## src/source/lsu_pkg.sv

```systemverilog
/*
 * LSU shared definitions
 * Word, address and mask types, the load operation encoding
 * and the address map of the I/O region and timer window
 */

`default_nettype none

package lsu_pkg;

    // ------------------------------------------------------------
    // Basic datapath types
    // ------------------------------------------------------------

    typedef logic [31:0] data_word_t;
    typedef logic [31:0] addr_t;

    // One enable bit per byte lane, bit 0 is the lowest byte
    typedef logic [3:0] byte_mask_t;

    // ------------------------------------------------------------
    // Load operation
    // ------------------------------------------------------------

    typedef enum logic [1:0] {
        LD_BYTE = 2'b00,
        LD_HALF = 2'b01,
        LD_WORD = 2'b10
    } ld_size_t;

    // Width plus a sign extension request, 3 bits in total
    typedef struct packed {
        ld_size_t size;
        logic     is_signed;
    } ld_op_t;

    // ------------------------------------------------------------
    // Address map
    // ------------------------------------------------------------

    // Everything below this address is I/O and is not cachable
    localparam addr_t IO_END = 32'h0000_1000;

    // The timer window holds one word inside the I/O region
    localparam addr_t TIMER_START = 32'h0000_0100;
    localparam addr_t TIMER_END   = 32'h0000_0104;

endpackage : lsu_pkg

`default_nettype wire

```

## src/source/store_fwd_if.sv

```systemverilog
/*
 * Store buffer lookup channel
 * The load unit presents an address and the buffer answers
 * with a forwarding hit, its data, and a partial-word conflict
 */

`timescale 1ns/1ps
`default_nettype none

interface store_fwd_if import lsu_pkg::*; ();

    // Address of the load being checked against the buffer
    addr_t      lookup_addr;

    // Youngest matching entry covers the whole word
    logic       hit;
    data_word_t hit_data;

    // Some matching entry only covers part of the word
    logic       conflict;

    modport lookup (output lookup_addr, input hit, hit_data, conflict);

    modport buffer (input lookup_addr, output hit, hit_data, conflict);

endinterface : store_fwd_if

`default_nettype wire

```

## src/source/load_aligner.sv

```systemverilog
/*
 * Load aligner
 * Picks a byte, half word or word out of a 32-bit word
 * and sign or zero extends it to the full width
 */

`timescale 1ns/1ps
`default_nettype none

module load_aligner import lsu_pkg::*; (
    input  data_word_t word_i,
    input  ld_op_t     op_i,
    input  logic [1:0] offset_i,
    output data_word_t data_o
);

    logic [7:0]  byte_sel;
    logic [15:0] half_sel;

    // Byte lane chosen by the full offset, half word by its upper bit
    assign byte_sel = word_i[8*offset_i +: 8];
    assign half_sel = word_i[16*offset_i[1] +: 16];

    always_comb begin
        case (op_i.size)
            LD_BYTE: begin
                data_o = {{24{op_i.is_signed & byte_sel[7]}}, byte_sel};
            end
            LD_HALF: begin
                data_o = {{16{op_i.is_signed & half_sel[15]}}, half_sel};
            end
            // Full word and the unused encoding pass the word through
            default: begin
                data_o = word_i;
            end
        endcase
    end

endmodule : load_aligner

`default_nettype wire

```

## src/source/store_buffer.sv

```systemverilog
/*
 * Store buffer
 * Circular FIFO of masked stores, drained oldest first to the
 * memory write port, with a word search for load forwarding
 */

`timescale 1ns/1ps
`default_nettype none

module store_buffer import lsu_pkg::*; #(
    parameter int SB_DEPTH = 4
) (
    input  logic       clk_i,
    input  logic       rst_n_i,

    // Store request
    input  logic       st_valid_i,
    output logic       st_ready_o,
    input  addr_t      st_addr_i,
    input  data_word_t st_data_i,
    input  byte_mask_t st_mask_i,

    // Memory write port
    output logic       mem_wr_valid_o,
    input  logic       mem_wr_ready_i,
    output addr_t      mem_wr_addr_o,
    output data_word_t mem_wr_data_o,
    output byte_mask_t mem_wr_mask_o,

    // Lookup from the load unit
    store_fwd_if.buffer fwd
);

    localparam int PTR_W = (SB_DEPTH > 1) ? $clog2(SB_DEPTH) : 1;
    localparam int CNT_W = $clog2(SB_DEPTH + 1);

    addr_t      addr_mem [SB_DEPTH];
    data_word_t data_mem [SB_DEPTH];
    byte_mask_t mask_mem [SB_DEPTH];

    logic [PTR_W-1:0] wr_ptr_q;
    logic [PTR_W-1:0] rd_ptr_q;
    logic [CNT_W-1:0] count_q;

    logic push;
    logic pop;

    // ------------------------------------------------------------
    // FIFO control
    // ------------------------------------------------------------

    assign st_ready_o     = (count_q != CNT_W'(SB_DEPTH));
    assign mem_wr_valid_o = (count_q != '0);

    assign push = st_valid_i & st_ready_o;
    assign pop  = mem_wr_valid_o & mem_wr_ready_i;

    always_ff @(posedge clk_i) begin
        if (!rst_n_i) begin
            wr_ptr_q <= '0;
            rd_ptr_q <= '0;
            count_q  <= '0;
        end else begin
            if (push) begin
                wr_ptr_q <= (wr_ptr_q == PTR_W'(SB_DEPTH - 1)) ? '0 : wr_ptr_q + PTR_W'(1);
            end
            if (pop) begin
                rd_ptr_q <= (rd_ptr_q == PTR_W'(SB_DEPTH - 1)) ? '0 : rd_ptr_q + PTR_W'(1);
            end
            // Simultaneous push and pop leave the count unchanged
            if (push && !pop) begin
                count_q <= count_q + CNT_W'(1);
            end else if (pop && !push) begin
                count_q <= count_q - CNT_W'(1);
            end
        end
    end

    // A pushed entry becomes visible to lookups from the next cycle on
    always_ff @(posedge clk_i) begin
        if (push) begin
            addr_mem[wr_ptr_q] <= st_addr_i;
            data_mem[wr_ptr_q] <= st_data_i;
            mask_mem[wr_ptr_q] <= st_mask_i;
        end
    end

    // The oldest entry is always the one offered to memory
    assign mem_wr_addr_o = addr_mem[rd_ptr_q];
    assign mem_wr_data_o = data_mem[rd_ptr_q];
    assign mem_wr_mask_o = mask_mem[rd_ptr_q];

    // ------------------------------------------------------------
    // Forwarding search
    // ------------------------------------------------------------

    logic       youngest_full;
    logic       partial_seen;
    data_word_t match_data;

    // Walk from oldest to youngest so the last match is the youngest
    always_comb begin : search
        int idx;
        youngest_full = 1'b0;
        partial_seen  = 1'b0;
        match_data    = '0;
        for (int i = 0; i < SB_DEPTH; i++) begin
            idx = int'(rd_ptr_q) + i;
            if (idx >= SB_DEPTH) begin
                idx = idx - SB_DEPTH;
            end
            if ((i < int'(count_q)) && (addr_mem[idx][31:2] == fwd.lookup_addr[31:2])) begin
                youngest_full = (mask_mem[idx] == 4'hF);
                match_data    = data_mem[idx];
                if (mask_mem[idx] != 4'hF) begin
                    partial_seen = 1'b1;
                end
            end
        end
    end : search

    assign fwd.hit      = youngest_full;
    assign fwd.hit_data = match_data;
    assign fwd.conflict = partial_seen;

endmodule : store_buffer

`default_nettype wire

```

## src/source/mmio_timer.sv

```systemverilog
/*
 * Memory-mapped cycle timer
 * Free-running count of clock edges since reset was released
 */

`timescale 1ns/1ps
`default_nettype none

module mmio_timer import lsu_pkg::*; (
    input  logic       clk_i,
    input  logic       rst_n_i,
    output data_word_t count_o
);

    data_word_t count_q;

    // Wraps silently after 2^32 cycles
    always_ff @(posedge clk_i) begin
        if (!rst_n_i) begin
            count_q <= '0;
        end else begin
            count_q <= count_q + 32'd1;
        end
    end

    assign count_o = count_q;

endmodule : mmio_timer

`default_nettype wire

```

## src/source/load_unit.sv

```systemverilog
/*
 * Load unit
 * Accepts one load at a time, sources its word from the store
 * buffer, the timer or memory, and returns the aligned result
 */

`timescale 1ns/1ps
`default_nettype none

module load_unit import lsu_pkg::*; (
    input  logic       clk_i,
    input  logic       rst_n_i,

    // Load request and result
    input  logic       ld_valid_i,
    output logic       ld_ready_o,
    input  addr_t      ld_addr_i,
    input  ld_op_t     ld_op_i,
    output logic       ld_rvalid_o,
    output data_word_t ld_rdata_o,
    output logic       ld_cachable_o,

    // Timer window value
    input  data_word_t timer_value_i,

    // Memory read port
    output logic       mem_rd_req_o,
    output addr_t      mem_rd_addr_o,
    input  logic       mem_rd_valid_i,
    input  data_word_t mem_rd_data_i,

    // Aligner hookup
    output data_word_t raw_word_o,
    output ld_op_t     align_op_o,
    output logic [1:0] align_offset_o,
    input  data_word_t aligned_data_i,

    // Store buffer lookup
    store_fwd_if.lookup fwd
);

    typedef enum logic [1:0] {
        IDLE,
        WAIT,
        DRAIN
    } state_t;

    state_t     state_q;
    addr_t      addr_q;
    ld_op_t     op_q;
    logic       cachable_q;
    data_word_t hold_q;
    logic       use_hold_q;

    logic accept;
    logic timer_access;

    // ------------------------------------------------------------
    // Request decode
    // ------------------------------------------------------------

    assign ld_ready_o   = (state_q == IDLE);
    assign accept       = ld_valid_i & ld_ready_o;
    assign timer_access = (ld_addr_i >= TIMER_START) && (ld_addr_i < TIMER_END);

    // While idle the incoming address is searched, afterwards the held one
    assign fwd.lookup_addr = (state_q == IDLE) ? ld_addr_i : addr_q;

    // ------------------------------------------------------------
    // FSM and holding registers
    // ------------------------------------------------------------

    always_ff @(posedge clk_i) begin
        if (!rst_n_i) begin
            state_q    <= IDLE;
            use_hold_q <= 1'b0;
        end else begin
            case (state_q)
                IDLE: begin
                    if (accept) begin
                        // Priority is buffer hit, then timer, then memory
                        if (fwd.hit) begin
                            state_q    <= WAIT;
                            use_hold_q <= 1'b1;
                        end else if (timer_access) begin
                            state_q    <= WAIT;
                            use_hold_q <= 1'b1;
                        end else if (fwd.conflict) begin
                            state_q    <= DRAIN;
                            use_hold_q <= 1'b0;
                        end else begin
                            state_q    <= WAIT;
                            use_hold_q <= 1'b0;
                        end
                    end
                end
                DRAIN: begin
                    // A full store that arrived meanwhile is newer than memory
                    if (!fwd.conflict) begin
                        state_q    <= WAIT;
                        use_hold_q <= fwd.hit;
                    end
                end
                WAIT: begin
                    if (ld_rvalid_o) begin
                        state_q    <= IDLE;
                        use_hold_q <= 1'b0;
                    end
                end
                default: begin
                    state_q <= IDLE;
                end
            endcase
        end
    end

    // Payload registers, loaded on acceptance or after the drain
    always_ff @(posedge clk_i) begin
        if (accept) begin
            addr_q     <= ld_addr_i;
            op_q       <= ld_op_i;
            cachable_q <= (ld_addr_i >= IO_END);
            hold_q     <= fwd.hit ? fwd.hit_data : timer_value_i;
        end else if ((state_q == DRAIN) && !fwd.conflict) begin
            hold_q <= fwd.hit_data;
        end
    end

    // ------------------------------------------------------------
    // Outputs
    // ------------------------------------------------------------

    assign mem_rd_req_o  = (state_q == WAIT) && !use_hold_q;
    assign mem_rd_addr_o = addr_q;

    assign ld_rvalid_o = (state_q == WAIT) && (use_hold_q || mem_rd_valid_i);

    assign raw_word_o     = use_hold_q ? hold_q : mem_rd_data_i;
    assign align_op_o     = op_q;
    assign align_offset_o = addr_q[1:0];

    assign ld_rdata_o    = aligned_data_i;
    assign ld_cachable_o = cachable_q;

endmodule : load_unit

`default_nettype wire

```

## src/source/lsu_top.sv

```systemverilog
/*
 * Load/store unit top level
 * Joins the load unit, store buffer, aligner and timer
 */

`timescale 1ns/1ps
`default_nettype none

module lsu_top import lsu_pkg::*; #(
    parameter int SB_DEPTH = 4
) (
    input  logic       clk_i,
    input  logic       rst_n_i,

    input  logic       ld_valid_i,
    output logic       ld_ready_o,
    input  addr_t      ld_addr_i,
    input  ld_op_t     ld_op_i,
    output logic       ld_rvalid_o,
    output data_word_t ld_rdata_o,
    output logic       ld_cachable_o,

    input  logic       st_valid_i,
    output logic       st_ready_o,
    input  addr_t      st_addr_i,
    input  data_word_t st_data_i,
    input  byte_mask_t st_mask_i,

    output logic       mem_rd_req_o,
    output addr_t      mem_rd_addr_o,
    input  logic       mem_rd_valid_i,
    input  data_word_t mem_rd_data_i,

    output logic       mem_wr_valid_o,
    input  logic       mem_wr_ready_i,
    output addr_t      mem_wr_addr_o,
    output data_word_t mem_wr_data_o,
    output byte_mask_t mem_wr_mask_o
);

    data_word_t timer_value;
    data_word_t raw_word;
    data_word_t aligned_data;
    ld_op_t     align_op;
    logic [1:0] align_offset;

    store_fwd_if fwd_if ();

    load_unit u_load_unit (
        .clk_i          (clk_i),
        .rst_n_i        (rst_n_i),
        .ld_valid_i     (ld_valid_i),
        .ld_ready_o     (ld_ready_o),
        .ld_addr_i      (ld_addr_i),
        .ld_op_i        (ld_op_i),
        .ld_rvalid_o    (ld_rvalid_o),
        .ld_rdata_o     (ld_rdata_o),
        .ld_cachable_o  (ld_cachable_o),
        .timer_value_i  (timer_value),
        .mem_rd_req_o   (mem_rd_req_o),
        .mem_rd_addr_o  (mem_rd_addr_o),
        .mem_rd_valid_i (mem_rd_valid_i),
        .mem_rd_data_i  (mem_rd_data_i),
        .raw_word_o     (raw_word),
        .align_op_o     (align_op),
        .align_offset_o (align_offset),
        .aligned_data_i (aligned_data),
        .fwd            (fwd_if.lookup)
    );

    store_buffer #(
        .SB_DEPTH (SB_DEPTH)
    ) u_store_buffer (
        .clk_i          (clk_i),
        .rst_n_i        (rst_n_i),
        .st_valid_i     (st_valid_i),
        .st_ready_o     (st_ready_o),
        .st_addr_i      (st_addr_i),
        .st_data_i      (st_data_i),
        .st_mask_i      (st_mask_i),
        .mem_wr_valid_o (mem_wr_valid_o),
        .mem_wr_ready_i (mem_wr_ready_i),
        .mem_wr_addr_o  (mem_wr_addr_o),
        .mem_wr_data_o  (mem_wr_data_o),
        .mem_wr_mask_o  (mem_wr_mask_o),
        .fwd            (fwd_if.buffer)
    );

    load_aligner u_load_aligner (
        .word_i   (raw_word),
        .op_i     (align_op),
        .offset_i (align_offset),
        .data_o   (aligned_data)
    );

    mmio_timer u_mmio_timer (
        .clk_i   (clk_i),
        .rst_n_i (rst_n_i),
        .count_o (timer_value)
    );

endmodule : lsu_top

`default_nettype wire

```

## config.mk

```make
export PLATFORM = sky130hd
export DESIGN_NAME = lsu_top
export DESIGN_NICKNAME = d
export VERILOG_FILES = /design/src/source/lsu_pkg.sv /design/src/source/store_fwd_if.sv /design/src/source/load_aligner.sv /design/src/source/store_buffer.sv /design/src/source/mmio_timer.sv /design/src/source/load_unit.sv /design/src/source/lsu_top.sv
export SDC_FILE = /design/constraint.sdc
export NUM_CORES = 1
export LEC_CHECK = 0
export ABC_AREA = 0
export BUFFER_PORTS_ARGS = -buffer_cell sky130_fd_sc_hd__buf_2
export CELL_PAD_IN_SITES_DETAIL_PLACEMENT = 1
export CELL_PAD_IN_SITES_GLOBAL_PLACEMENT = 2
export CORE_MARGIN = 5
export CORE_UTILIZATION = 46
export CTS_BUF_LIST = sky130_fd_sc_hd__clkbuf_8
export DETAILED_ROUTE_END_ITERATION = 10
export PLACE_DENSITY_LB_ADDON = 0.1
export REMOVE_ABC_BUFFERS = 1
export SLEW_MARGIN = 15
export SYNTH_ARGS = -nofsm -noshare
export SYNTH_HDL_FRONTEND = slang
export SYNTH_SLANG_ARGS = --single-unit
```

## constraint.sdc

```tcl
create_clock -name clk_i -period 6.85 [get_ports clk_i]
set_clock_uncertainty 0.1 [all_clocks]
set_input_delay 0.685 -clock clk_i [delete_from_list [all_inputs] [get_ports clk_i]]
set_output_delay 0.685 -clock clk_i [all_outputs]
set_load 0.05 [all_outputs]
```

# Word level (Yosys, flattened, before mapping)
# Memory sizes are Yosys's and may differ from the RTL's. A register that Yosys moved wholly into a read port is not among the register bits.
# Cells that the tools add are included.
# word_totals
wordCells	139
register_bits	110
mem_bits_rw	272
out_inout_bits	138
in_bits	141
n_memories	3
# memory_table
name	depth	width	read_ports	rd_ports_with_merged_regs	wr	line_no	source
u_store_buffer.addr_mem	4	32	5	1	1	store_buffer.sv:37	addr_t addr_mem [SB_DEPTH];
u_store_buffer.data_mem	4	32	5	1	1	store_buffer.sv:38	data_word_t data_mem [SB_DEPTH];
u_store_buffer.mask_mem	4	4	5	1	1	store_buffer.sv:39	byte_mask_t mask_mem [SB_DEPTH];
# op_classes
n_lt_le_gt_ge	11
n_reduce_logical	23
bitwise	5
n_eq_ne	21
muxes	51
shift	2
n_addsub	12
# ops
cell	count
$mux 32	9
$eq 30x30->1	4
$pmux 32 s2	1
$mux 2	18
$add 32x1->32 const B	1
$ge 32x13->1 const B	1
$ge 32x9->1 const B	1
$lt 32x9->1 const B	1
$shiftx 32x6->16	1
$shiftx 32x6->8	1
$mux 1	19
$eq 4x4->1 const B	4
$ne 4x4->1 const B	4
$logic_and 1x1->1	10
$ge 3x3->1 const B	3
$sub 2x1->2 const B	4
$add 2x2->3 const B	2
$eq 2x2->1 const B	3
$lt 1x3->1 const A	2
$lt 2x3->1 const A	2
$mux 3	2
$ne 2x2->1 const B	3
$pmux 2 s3	1
$reduce_bool 3->1	2
15 further kinds	26

# Longest topological paths before layout
# Gate-level depths: netlist of run 1.
# An unclocked memory read counts as a cell.
# logic_depth
ltp_word	17
mapped_depth	14
mapped_depth_nobuf	10

# By module
# Synthesis of run 1 repeated with hierarchy kept, for this count alone.
# hier_totals
hier_cells	1762
area_unflattened_um2	23835.4
# modules_own_cells
module	seq_area_each_um2	area_per_inst_um2	cells_per_inst	n_inst
store_buffer	8348.0	17870.9	1221	1
load_unit	2102.0	3773.6	256	1
mmio_timer	640.6	1466.4	168	1
load_aligner	0.0	724.4	117	1

# Worst setup path after synthesis of run 1
# No wires, ideal clock.
# synth_timing
path_kind	flip-flop to flip-flop
from	reg u_load_unit.state_q[0]
to	reg u_load_unit.hold_q[0] (enable)
period_less_slack_ns	4.264
t_required_ns	6.272
setup_slack_ns	2.586
t_arrival_ns	3.686
path_buffers	2
stages_incl_launch_ff	13
setup_time_ns	0.478
cell_sequence	dfxtp_1 > inv_1 > ha_1 > buf_6 > buf_6 > mux2i_1 > xor2_1 > nand4_1 > or4_1 > nor3b_1 > nor4_1 > nand2_1 > nand2_1
# synth_via
elab_chain_len	14
word_cells_on_any_way	22
cone_classes	eq/ne: 5; mux: 8; bitwise: 1; reduce/logical: 8
# synth_lines
item	line_no	source
start: declaration	load_unit.sv:48	state_t state_q;
start signal: assignment	load_unit.sv:75	state_q <= IDLE;
start signal: assignment	load_unit.sv:83	state_q <= WAIT;
start signal: assignment	load_unit.sv:86	state_q <= WAIT;
$logic_not 2->1 (*)	load_unit.sv:62	assign ld_ready_o = (state_q == IDLE);
net ld_ready_o	lsu_top.sv:16	output logic ld_ready_o,
$mux 32	load_unit.sv:67	assign fwd.lookup_addr = (state_q == IDLE) ? ld_addr_i : addr_q;
$eq 30x30->1	store_buffer.sv:112	if ((i < int'(count_q)) && (addr_mem[idx][31:2] == fwd.lookup_addr[31:2])) begin
$logic_and 1x1->1	store_buffer.sv:112	
$mux 1	store_buffer.sv:112	
$mux 1	store_buffer.sv:115	if (mask_mem[idx] != 4'hF) begin
$mux 1	store_buffer.sv:112	
$mux 1	store_buffer.sv:115	
$mux 1	store_buffer.sv:112	
$mux 1	store_buffer.sv:115	
$mux 1	store_buffer.sv:112	
$logic_not 1->1	n/a	
$logic_and 1x1->1	load_unit.sv:124	end else if ((state_q == DRAIN) && !fwd.conflict) begin
$reduce_bool 2->1 (no line) (*)	n/a	
end signal: assignment	load_unit.sv:123	hold_q <= fwd.hit ? fwd.hit_data : timer_value_i;
end signal: assignment	load_unit.sv:125	hold_q <= fwd.hit_data;
end: declaration	load_unit.sv:52	data_word_t hold_q;
# Mark *: on every way through the listed nets, which the timed path passes. The rest lies on a longest branch.
# A chain may end at the register's enable or synchronous reset.

# Final worst setup path of run 1
# layout_timing
from	reg u_store_buffer.rd_ptr_q[0]
to	reg u_load_unit.hold_q[28], data pin
# layout_via
elab_chain_len	11
word_cells_on_any_way	41
cone_classes	add/sub: 7; order compare: 4; eq/ne: 8; mux: 15; reduce/logical: 4; memory: 3
# layout_lines
item	line_no	source
start: declaration	store_buffer.sv:42	logic [PTR_W-1:0] rd_ptr_q;
start signal: assignment	store_buffer.sv:68	rd_ptr_q <= (rd_ptr_q == PTR_W'(SB_DEPTH - 1)) ? '0 : rd_ptr_q + PTR_W'(1);
$add 2x1->3 (tied with other cells)	store_buffer.sv:108	idx = int'(rd_ptr_q) + i;
$ge 3x3->1 (tied with other cells)	store_buffer.sv:109	if (idx >= SB_DEPTH) begin
$mux 2 / $mem_v2 4x32 (equally long branches)	n/a	
$mem_v2 4x32 / $eq 30x30->1 (equally long branches)	n/a	
$eq 30x30->1 / $logic_and 1x1->1 (equally long branches)	store_buffer.sv:112	
$logic_and 1x1->1 (tied with other cells)	store_buffer.sv:112	
$mux 32 / $mux 1 (equally long branches) (3 in a row)	store_buffer.sv:112	
$mux 32, on equally long branches	load_unit.sv:124, load_unit.sv:123	
$mux 32 (*)	load_unit.sv:119	if (accept) begin
# Mark *: on every way between the ends. The rest lies on a longest branch, timed or not. The select of a mux whose other input is x is not followed.

==> results of run 1 <==
-- cell families after synthesis --
group / count (synthesis) / synth area share (%)
simple gates: 356 / 7.649
fa+ha+maj: 15 / 0.8225
compound gates: 210 / 6.558
xor+xnor: 151 / 5.796
mux: 356 / 27.49
buf+inv: 133 / 3.081
flops: 384 / 48.60
-- critical path, stage by stage, from the launching register on --
cell     delay [ns]
dfxtp_4        0.37
buf_12         0.60
buf_4          0.79
mux4_2         0.62
xnor2_1        0.20
nor4_1         0.35
nand4_1        0.22
nor3b_1        0.44
o21ai_2        0.16
a31o_4         0.48
mux2_4         0.38
-- per-stage QoR --
step / hold WS [ns] / TNS [ns] / utilization, % / power [mW]
2_1_floorplan: 0.3218 / -475.86 / - / 7.017
5_1_grt: 0.07755 / 0 / 53.06 / 10.69
4_1_cts: 0.07090 / 0 / 53.06 / 10.29
3_5_place_dp: 0.3887 / 0 / 50.47 / 8.210
6_report: 0.1179 / 0 / 53.07 / 10.23
3_3_place_gp: 0.3693 / 0 / 50.46 / 8.167
-- where the power goes --
group	total, mW	switching, mW	leakage, nW	internal [mW]
clock	2.06	1.00	0.725	1.05
sequential	3.13	0.262	3.51	2.87
combinational	5.04	3.29	4.52	1.75
-- area by class of cell --
cell class | instances | area, um^2 | area share, %
clock buffers | 76 | 1046 | 4.018
well taps | 664 | 830.8 | 3.191
clock inverters | 46 | 221.5 | 0.8507
inverters | 20 | 75.07 | 0.2884
diodes | 3 | 7.507 | 0.02884
repair buffers | 308 | 1667 | 6.402
multi-input cells | 1088 | 11080 | 42.57
flip-flops and latches | 384 | 11100 | 42.65
-- per-layer routing --
layer  track usage (%)  part of all wire, %  up-vias
met5                 0                0.054        -
met4             8.769                  3.4        6
met2             44.04                   48      677
met1             36.91                   41     8389
met3             6.052                  7.5      158
li1                  -                    -     7009
-- registers in the layout (all words and copies together) (netlist names), named ones only --
name / cells
u_store_buffer.addr_mem: 128
u_store_buffer.data_mem: 128
u_load_unit.hold_q: 32
u_load_unit.mem_rd_addr_o: 32
u_mmio_timer.count_o: 32
u_store_buffer.mask_mem: 16
u_load_unit.align_op_o: 3
u_store_buffer.count_q: 3
u_load_unit.state_q: 2
u_store_buffer.rd_ptr_q: 2
u_store_buffer.wr_ptr_q: 2
u_load_unit.ld_cachable_o: 1
u_load_unit.use_hold_q: 1
-- how the worst max path moves through the flow --
stage	start	endpoint	slack, ns	depth (start not counted)
floorplan	u_store_buffer.rd_ptr_q[0]	u_load_unit.hold_q[10]	-7.31	9
global placement	u_store_buffer.rd_ptr_q[0]	u_load_unit.hold_q[31]	1.79	10
detailed placement	u_store_buffer.rd_ptr_q[0]	u_load_unit.hold_q[0]	1.65	10
CTS	u_store_buffer.rd_ptr_q[0]	u_load_unit.hold_q[0]	1.62	10
global route	u_store_buffer.rd_ptr_q[0]	u_load_unit.hold_q[31]	1.31	10
finish	u_store_buffer.rd_ptr_q[0]	u_load_unit.hold_q[28]	1.66	10
-- cells in the final DEF (no fill, tap or decap), drive strengths merged, types with 3 or more instances in the layout --
cell type  instances
a31o               3
inv               40
clkinv            23
a22oi              8
nor2              98
o21bai             9
o22ai              4
a221oi            36
nand4             39
diode              3
xor2              85
dfxtp             44
and2              10
or3                3
o21ai             48
a21oi             15
edfxtp           340
buf              308
o211ai            32
and4               3
a21o               9
nor3               8
mux2              77
nand2             97
xnor2             66
clkbuf            76
o31ai             32
nor2b              5
nor4              40
ha                15
nand2b             3
and3              13
mux2i             86
mux4             193
nand3             24
==> results.sh, run 1 <==
export IMPL_rsz0062_at_grt="false"
export IMPL_clk_latency_ns=0.66
export IMPL_finish_instance_area_mm2=0.02603
export IMPL_initial_core_util_pct=46.52
export IMPL_yosysMostFrequentCell="edfxtp_1"
export IMPL_grtUsageTotal_pct=27.22
export IMPL_fin_nets=2028
export IMPL_r2r_cells=10
export IMPL_io_pins=279
export IMPL_vias_per_cell=6.272
export IMPL_synthCells=1605
export IMPL_ys_async_sr_fraction_pct=0
export IMPL_synth_seq_area_share_pct=48.60
export IMPL_cts_resized=0
export IMPL_slew_violations=0
export IMPL_design_core_area_mm2=0.04905
export IMPL_synth_cell_area_mm2=0.02282
export IMPL_worst_slew_pin_transition_ns=1.050
export IMPL_placed_cell_area_mm2=0.02476
export IMPL_drc=0
export IMPL_ys_flop_type="edfxtp_1"
export IMPL_grt_max_degree=142
export IMPL_grt_pass1_wl_um=110200
export IMPL_cts_hold_buffers=0
export IMPL_synth_top_cell_area_share_pct=44.74
export IMPL_gp_congestion=0.9142
export IMPL_first_global_vias=16910
export IMPL_die_h_um=232.7
export IMPL_dp_slack_ns=1.653
export IMPL_cts_clk_slew_worst_paths_ns=0.06
export IMPL_synth_avg_cell_area_um2=14.22
export IMPL_p_leak_nw=8.757
export IMPL_postCtsSetupBuffers=0
export IMPL_period_share_pct=75.82
export IMPL_placed_cells=2464
export IMPL_ctsLongestPathBuffers=3
export IMPL_r2r_slack_ns=1.66
export IMPL_critPathLaunchType="register"
export IMPL_io_buffers=278
export IMPL_cts_tree="built"
export IMPL_routed_wl_um=74140
export IMPL_hold_path_cell_count=1
export IMPL_cp_end_kind="register"
export IMPL_ys_warn_count=0
export IMPL_dp_hpwl_um=52960
export IMPL_fmax_mhz=192.5
export IMPL_die_area_mm2=0.05416
export IMPL_wl_per_cell_um=28.64
export IMPL_setup_viol=0
export IMPL_slew_headroom_pct=30.02
export IMPL_min_path_type="input port to register"
export IMPL_netlist_top_cells_area="edfxtp_1, mux4_2, dfxtp_1"
export IMPL_path_class="register to register"
export IMPL_antenna_found_initial=6
export IMPL_ys_ff_latch=384
export IMPL_drive_gt1_share_pct=37.04
export IMPL_std_cell_rows=81
export IMPL_synth_commonest_cells="edfxtp_1, mux4_2, nand2_1, nor2_1, xor2_1"
export IMPL_worst_path_max_fanout=141
export IMPL_cts_buffers=70
export IMPL_holdCritStartpoint="ld_op_i[1]"
export IMPL_cts_root_buffer="clkbuf_8"
export IMPL_r2r_end="u_load_unit.hold_q[28]"
export IMPL_numClockSinks=384
export IMPL_fillers=4966
export IMPL_drtIter0Drc=1336
export IMPL_vias=16240
export IMPL_reg2reg_from="u_store_buffer.rd_ptr_q[0]"
export IMPL_first_pass_iters=5
export IMPL_synthToLayoutAreaGrowth_pct=14.09
export IMPL_synth_cell_type_count=63
export IMPL_arrival_ns=5.48
export IMPL_yosys_area_top_type="edfxtp_1"
export IMPL_p_per_area_mw_per_mm2=392.8
export IMPL_worst_slack_ns=1.656
export IMPL_grt_overflow=0
export IMPL_drtAntennaViolNets=0
export IMPL_hold_viol_final=0
export IMPL_htree_levels=3
export IMPL_drv_cap=0
export IMPL_irDropWorstVdd_mv=0.3002
export IMPL_synth_edff_count=340
export IMPL_instances_no_fill=2589
export IMPL_status="finished, final reports clean"
export IMPL_hold_end="u_load_unit.align_op_o[1]"
export IMPL_period_needed_ns=5.194
export IMPL_required_ns=7.14
export IMPL_die_w_um=232.7
No activity file was read; power rests on OpenSTA's default activity.
==> inputs of run 2 (changes only) <==
ABC_AREA = 1   (was 0)
CORE_UTILIZATION = 32   (was 46)
clock period = 4.76 ns   (was 6.85 ns; I/O delays follow)
==> results.sh, run 2 <==
export IMPL_status="finished, final reports clean"
export IMPL_cts_buffers=76
export IMPL_period_needed_ns=4.605
export IMPL_cts_tree="built"
export IMPL_r2r_slack_ns=0.15
export IMPL_fmax_mhz=217.2
export IMPL_first_global_vias=26920
export IMPL_total_power_mw=17.63
export IMPL_routed_wl_um=116500
export IMPL_gp_congestion=0.9618
export IMPL_synth_xor_area_share_pct=0.4926
export IMPL_clk_latency_ns=0.69
export IMPL_cp_end_kind="register"
export IMPL_critPathLaunchType="register"
export IMPL_hold_path_cell_count=1
export IMPL_synthToLayoutAreaGrowth_pct=19.65
export IMPL_r2r_cells=17
export IMPL_cpMostUsedCell="nand2_1"
export IMPL_setup_viol=0
export IMPL_synth_simple_area_share_pct=31.99
export IMPL_first_pass_iters=5
export IMPL_final_util_pct=38.51
export IMPL_drc=0
export IMPL_arrival_ns=5.07
export IMPL_numClockSinks=384
export IMPL_die_w_um=288.9
export IMPL_grt_pass1_wl_um=170200
export IMPL_antenna_found_initial=9
export IMPL_rsz0062_at_grt="false"
export IMPL_vias=25470
export IMPL_cts_root_buffer="clkbuf_8"
export IMPL_crit_chain="inv_1, ha_2, buf_4, nand2_1, o21ai_1, inv_1, xor2_1, nand2_1, nor3_1, nand2_1, nor2_1, nand2_2, clkinv_2, a21oi_1, a21oi_1, nand2_1, nand2_1"
export IMPL_synth_seq_area_share_pct=44.56
export IMPL_cp_num_buf_inv=4
export IMPL_die_area_mm2=0.08346
export IMPL_ys_flop_type="edfxtp_1"
export IMPL_slowest_stage="ha_2"
export IMPL_vias_per_cell=5.382
export IMPL_tns_ns=0
export IMPL_cp_slowest_stage_delay_ns=0.69
export IMPL_worst_slack_ns=0.1549
export IMPL_muxShareOfSynthArea_pct=2.413
export IMPL_htree_levels=3
export IMPL_synth_compound_area_share_pct=12.49
export IMPL_final_cell_mix="nand2_1, nand3_1, edfxtp_1, buf_2, inv_1"
export IMPL_irDropWorstVdd_mv=0.5549
export IMPL_ys_async_sr_fraction_pct=0
export IMPL_dp_slack_ns=0.1893
export IMPL_hold_end="u_load_unit.mem_rd_addr_o[11]"
export IMPL_ys_warn_count=0
export IMPL_postCtsSetupBuffers=0
export IMPL_synthCells=3297
export IMPL_synth_cell_type_count=52
export IMPL_critPathTopFamily="buffers and inverters"
export IMPL_holdWs_ns=0.05705
export IMPL_synth_edff_count=340
export IMPL_period_share_pct=96.75
export IMPL_synth_commonest_cells="nand2_1, nand3_1, edfxtp_1, nor2_1, inv_1"
export IMPL_yosys_area_top_type="edfxtp_1"
export IMPL_r2r_end="u_load_unit.hold_q[6]"
export IMPL_grt_overflow=0
export IMPL_holdCritStartpoint="ld_addr_i[11]"
export IMPL_slew_headroom_pct=27.11
export IMPL_grt_max_degree=187
export IMPL_cts_clk_slew_worst_paths_ns=0.06
export IMPL_grtUsageTotal_pct=27.24
export IMPL_drtIter0Drc=1605
export IMPL_combinationalPowerShare_pct=55.7
export IMPL_fin_nets=3781
export IMPL_p_per_area_mw_per_mm2=592.0
export IMPL_min_path_type="input port to register"
export IMPL_synth_cell_area_mm2=0.02489
export IMPL_path_class="register to register"
export IMPL_synth_fa_ha_area_share_pct=0.7540
export IMPL_drive_gt1_share_pct=14.45
export IMPL_drtAntennaViolNets=0
export IMPL_design_core_area_mm2=0.07734
export IMPL_std_cell_rows=102
export IMPL_clkPwrFrac_pct=19.8
export IMPL_reg2reg_from="u_load_unit.state_q[0]"
export IMPL_hold_viol_final=0
export IMPL_final_common_cell="nand2_1"
export IMPL_wl_per_cell_um=24.62
export IMPL_worst_path_max_fanout=32
export IMPL_slew_violations=0
export IMPL_die_h_um=288.9
export IMPL_io_pins=279
export IMPL_synth_top_family_by_area="simple AND/OR/NAND/NOR gates"
export IMPL_worst_slew_pin_transition_ns=1.091
export IMPL_ctsLongestPathBuffers=3
export IMPL_netlist_top_cells_area="edfxtp_1, nand2_1, nand3_1"
export IMPL_synth_top_cell_area_share_pct=41.02
export IMPL_synth_avg_cell_area_um2=7.550
export IMPL_p_sw_mw=9.398
export IMPL_required_ns=5.22
export IMPL_p_seq_share_pct=24.5
export IMPL_p_int_mw=8.233
export IMPL_ys_ff_latch=384
export IMPL_initial_core_util_pct=32.18
export IMPL_p_leak_nw=12.63
export IMPL_swShare_pct=53.30
export IMPL_io_buffers=278
export IMPL_drv_cap=0
export IMPL_reg_largest_list="u_store_buffer.addr_mem x128, u_store_buffer.data_mem x128"
export IMPL_yosysMostFrequentCell="nand2_1"
export IMPL_dp_hpwl_um=84560
run 2: worst max-delay path by stage:
stage	from	end	slack [ns]	cells past startpoint
finish	u_load_unit.state_q[0]	u_load_unit.hold_q[6]	0.15	17
global route	u_load_unit.state_q[0]	u_load_unit.hold_q[6]	0.09	17
CTS	u_load_unit.state_q[0]	u_load_unit.hold_q[6]	0.17	17
detailed placement	u_load_unit.state_q[0]	u_load_unit.hold_q[6]	0.19	17
global placement	u_load_unit.state_q[1]	u_load_unit.hold_q[6]	0.29	17
floorplan	u_store_buffer.rd_ptr_q[0]	u_load_unit.hold_q[0]	-5.36	17
run 2: cell families after synthesis:
group	after synthesis
DFF	384
AOI/OAI and AO/OA	520
muxes	60
and+or+nand+nor	1892
buffers and inverters	412
xor gates and xnor gates	14
adders and majority gates	15
run 2: metrics by stage:
| stage | area, um^2 | instances |
|---|---|---|
| after floorplan | 23930 | 3113 |
| after global placement | 27210 | 4485 |
| after detailed placement | 27210 | 4485 |
| after CTS | 29770 | 4728 |
| after global routing | 29780 | 4730 |
| final | 29780 | 4732 |
run 2: power by group through the flow:
stage,sequential [mW],clock [mW],combinational (mW)
3_3_place_gp,4.36,0,9.64
5_1_grt,4.34,3.73,10.6
3_5_place_dp,4.37,0,9.76
4_1_cts,4.31,3.60,9.86
6_report,4.31,3.49,9.83
2_1_floorplan,4.65,0,6.01
run 2: timing repair:
| action | CTS | global route |
|---|---|---|
| gates resized for setup | 0 | 0 |
| endpoints found under the hold margin | 306 | 0 |
| hold buffers | 102 | 0 |
run 2: layout make-up:
type                    instances  area, um^2
flip-flops and latches        384       11100
diodes                          4       10.01
fillers                      9553       47560
well taps                    1040        1301
inverters                     228       870.8
multi-input cells            2501       12020
repair buffers                434        2943
clock inverters                61       437.9
clock buffers                  80        1101
run 2: routing by layer:
layer	up-vias	GRT usage [%]	wire length [um]	part of all wire (%)
met5	-	0	50	0.043
met4	8	11.82	5623	4.8
met3	220	5.075	5762	4.9
met2	673	48.69	57690	50
met1	12610	31.88	47400	41
li1	11950	-	-	-
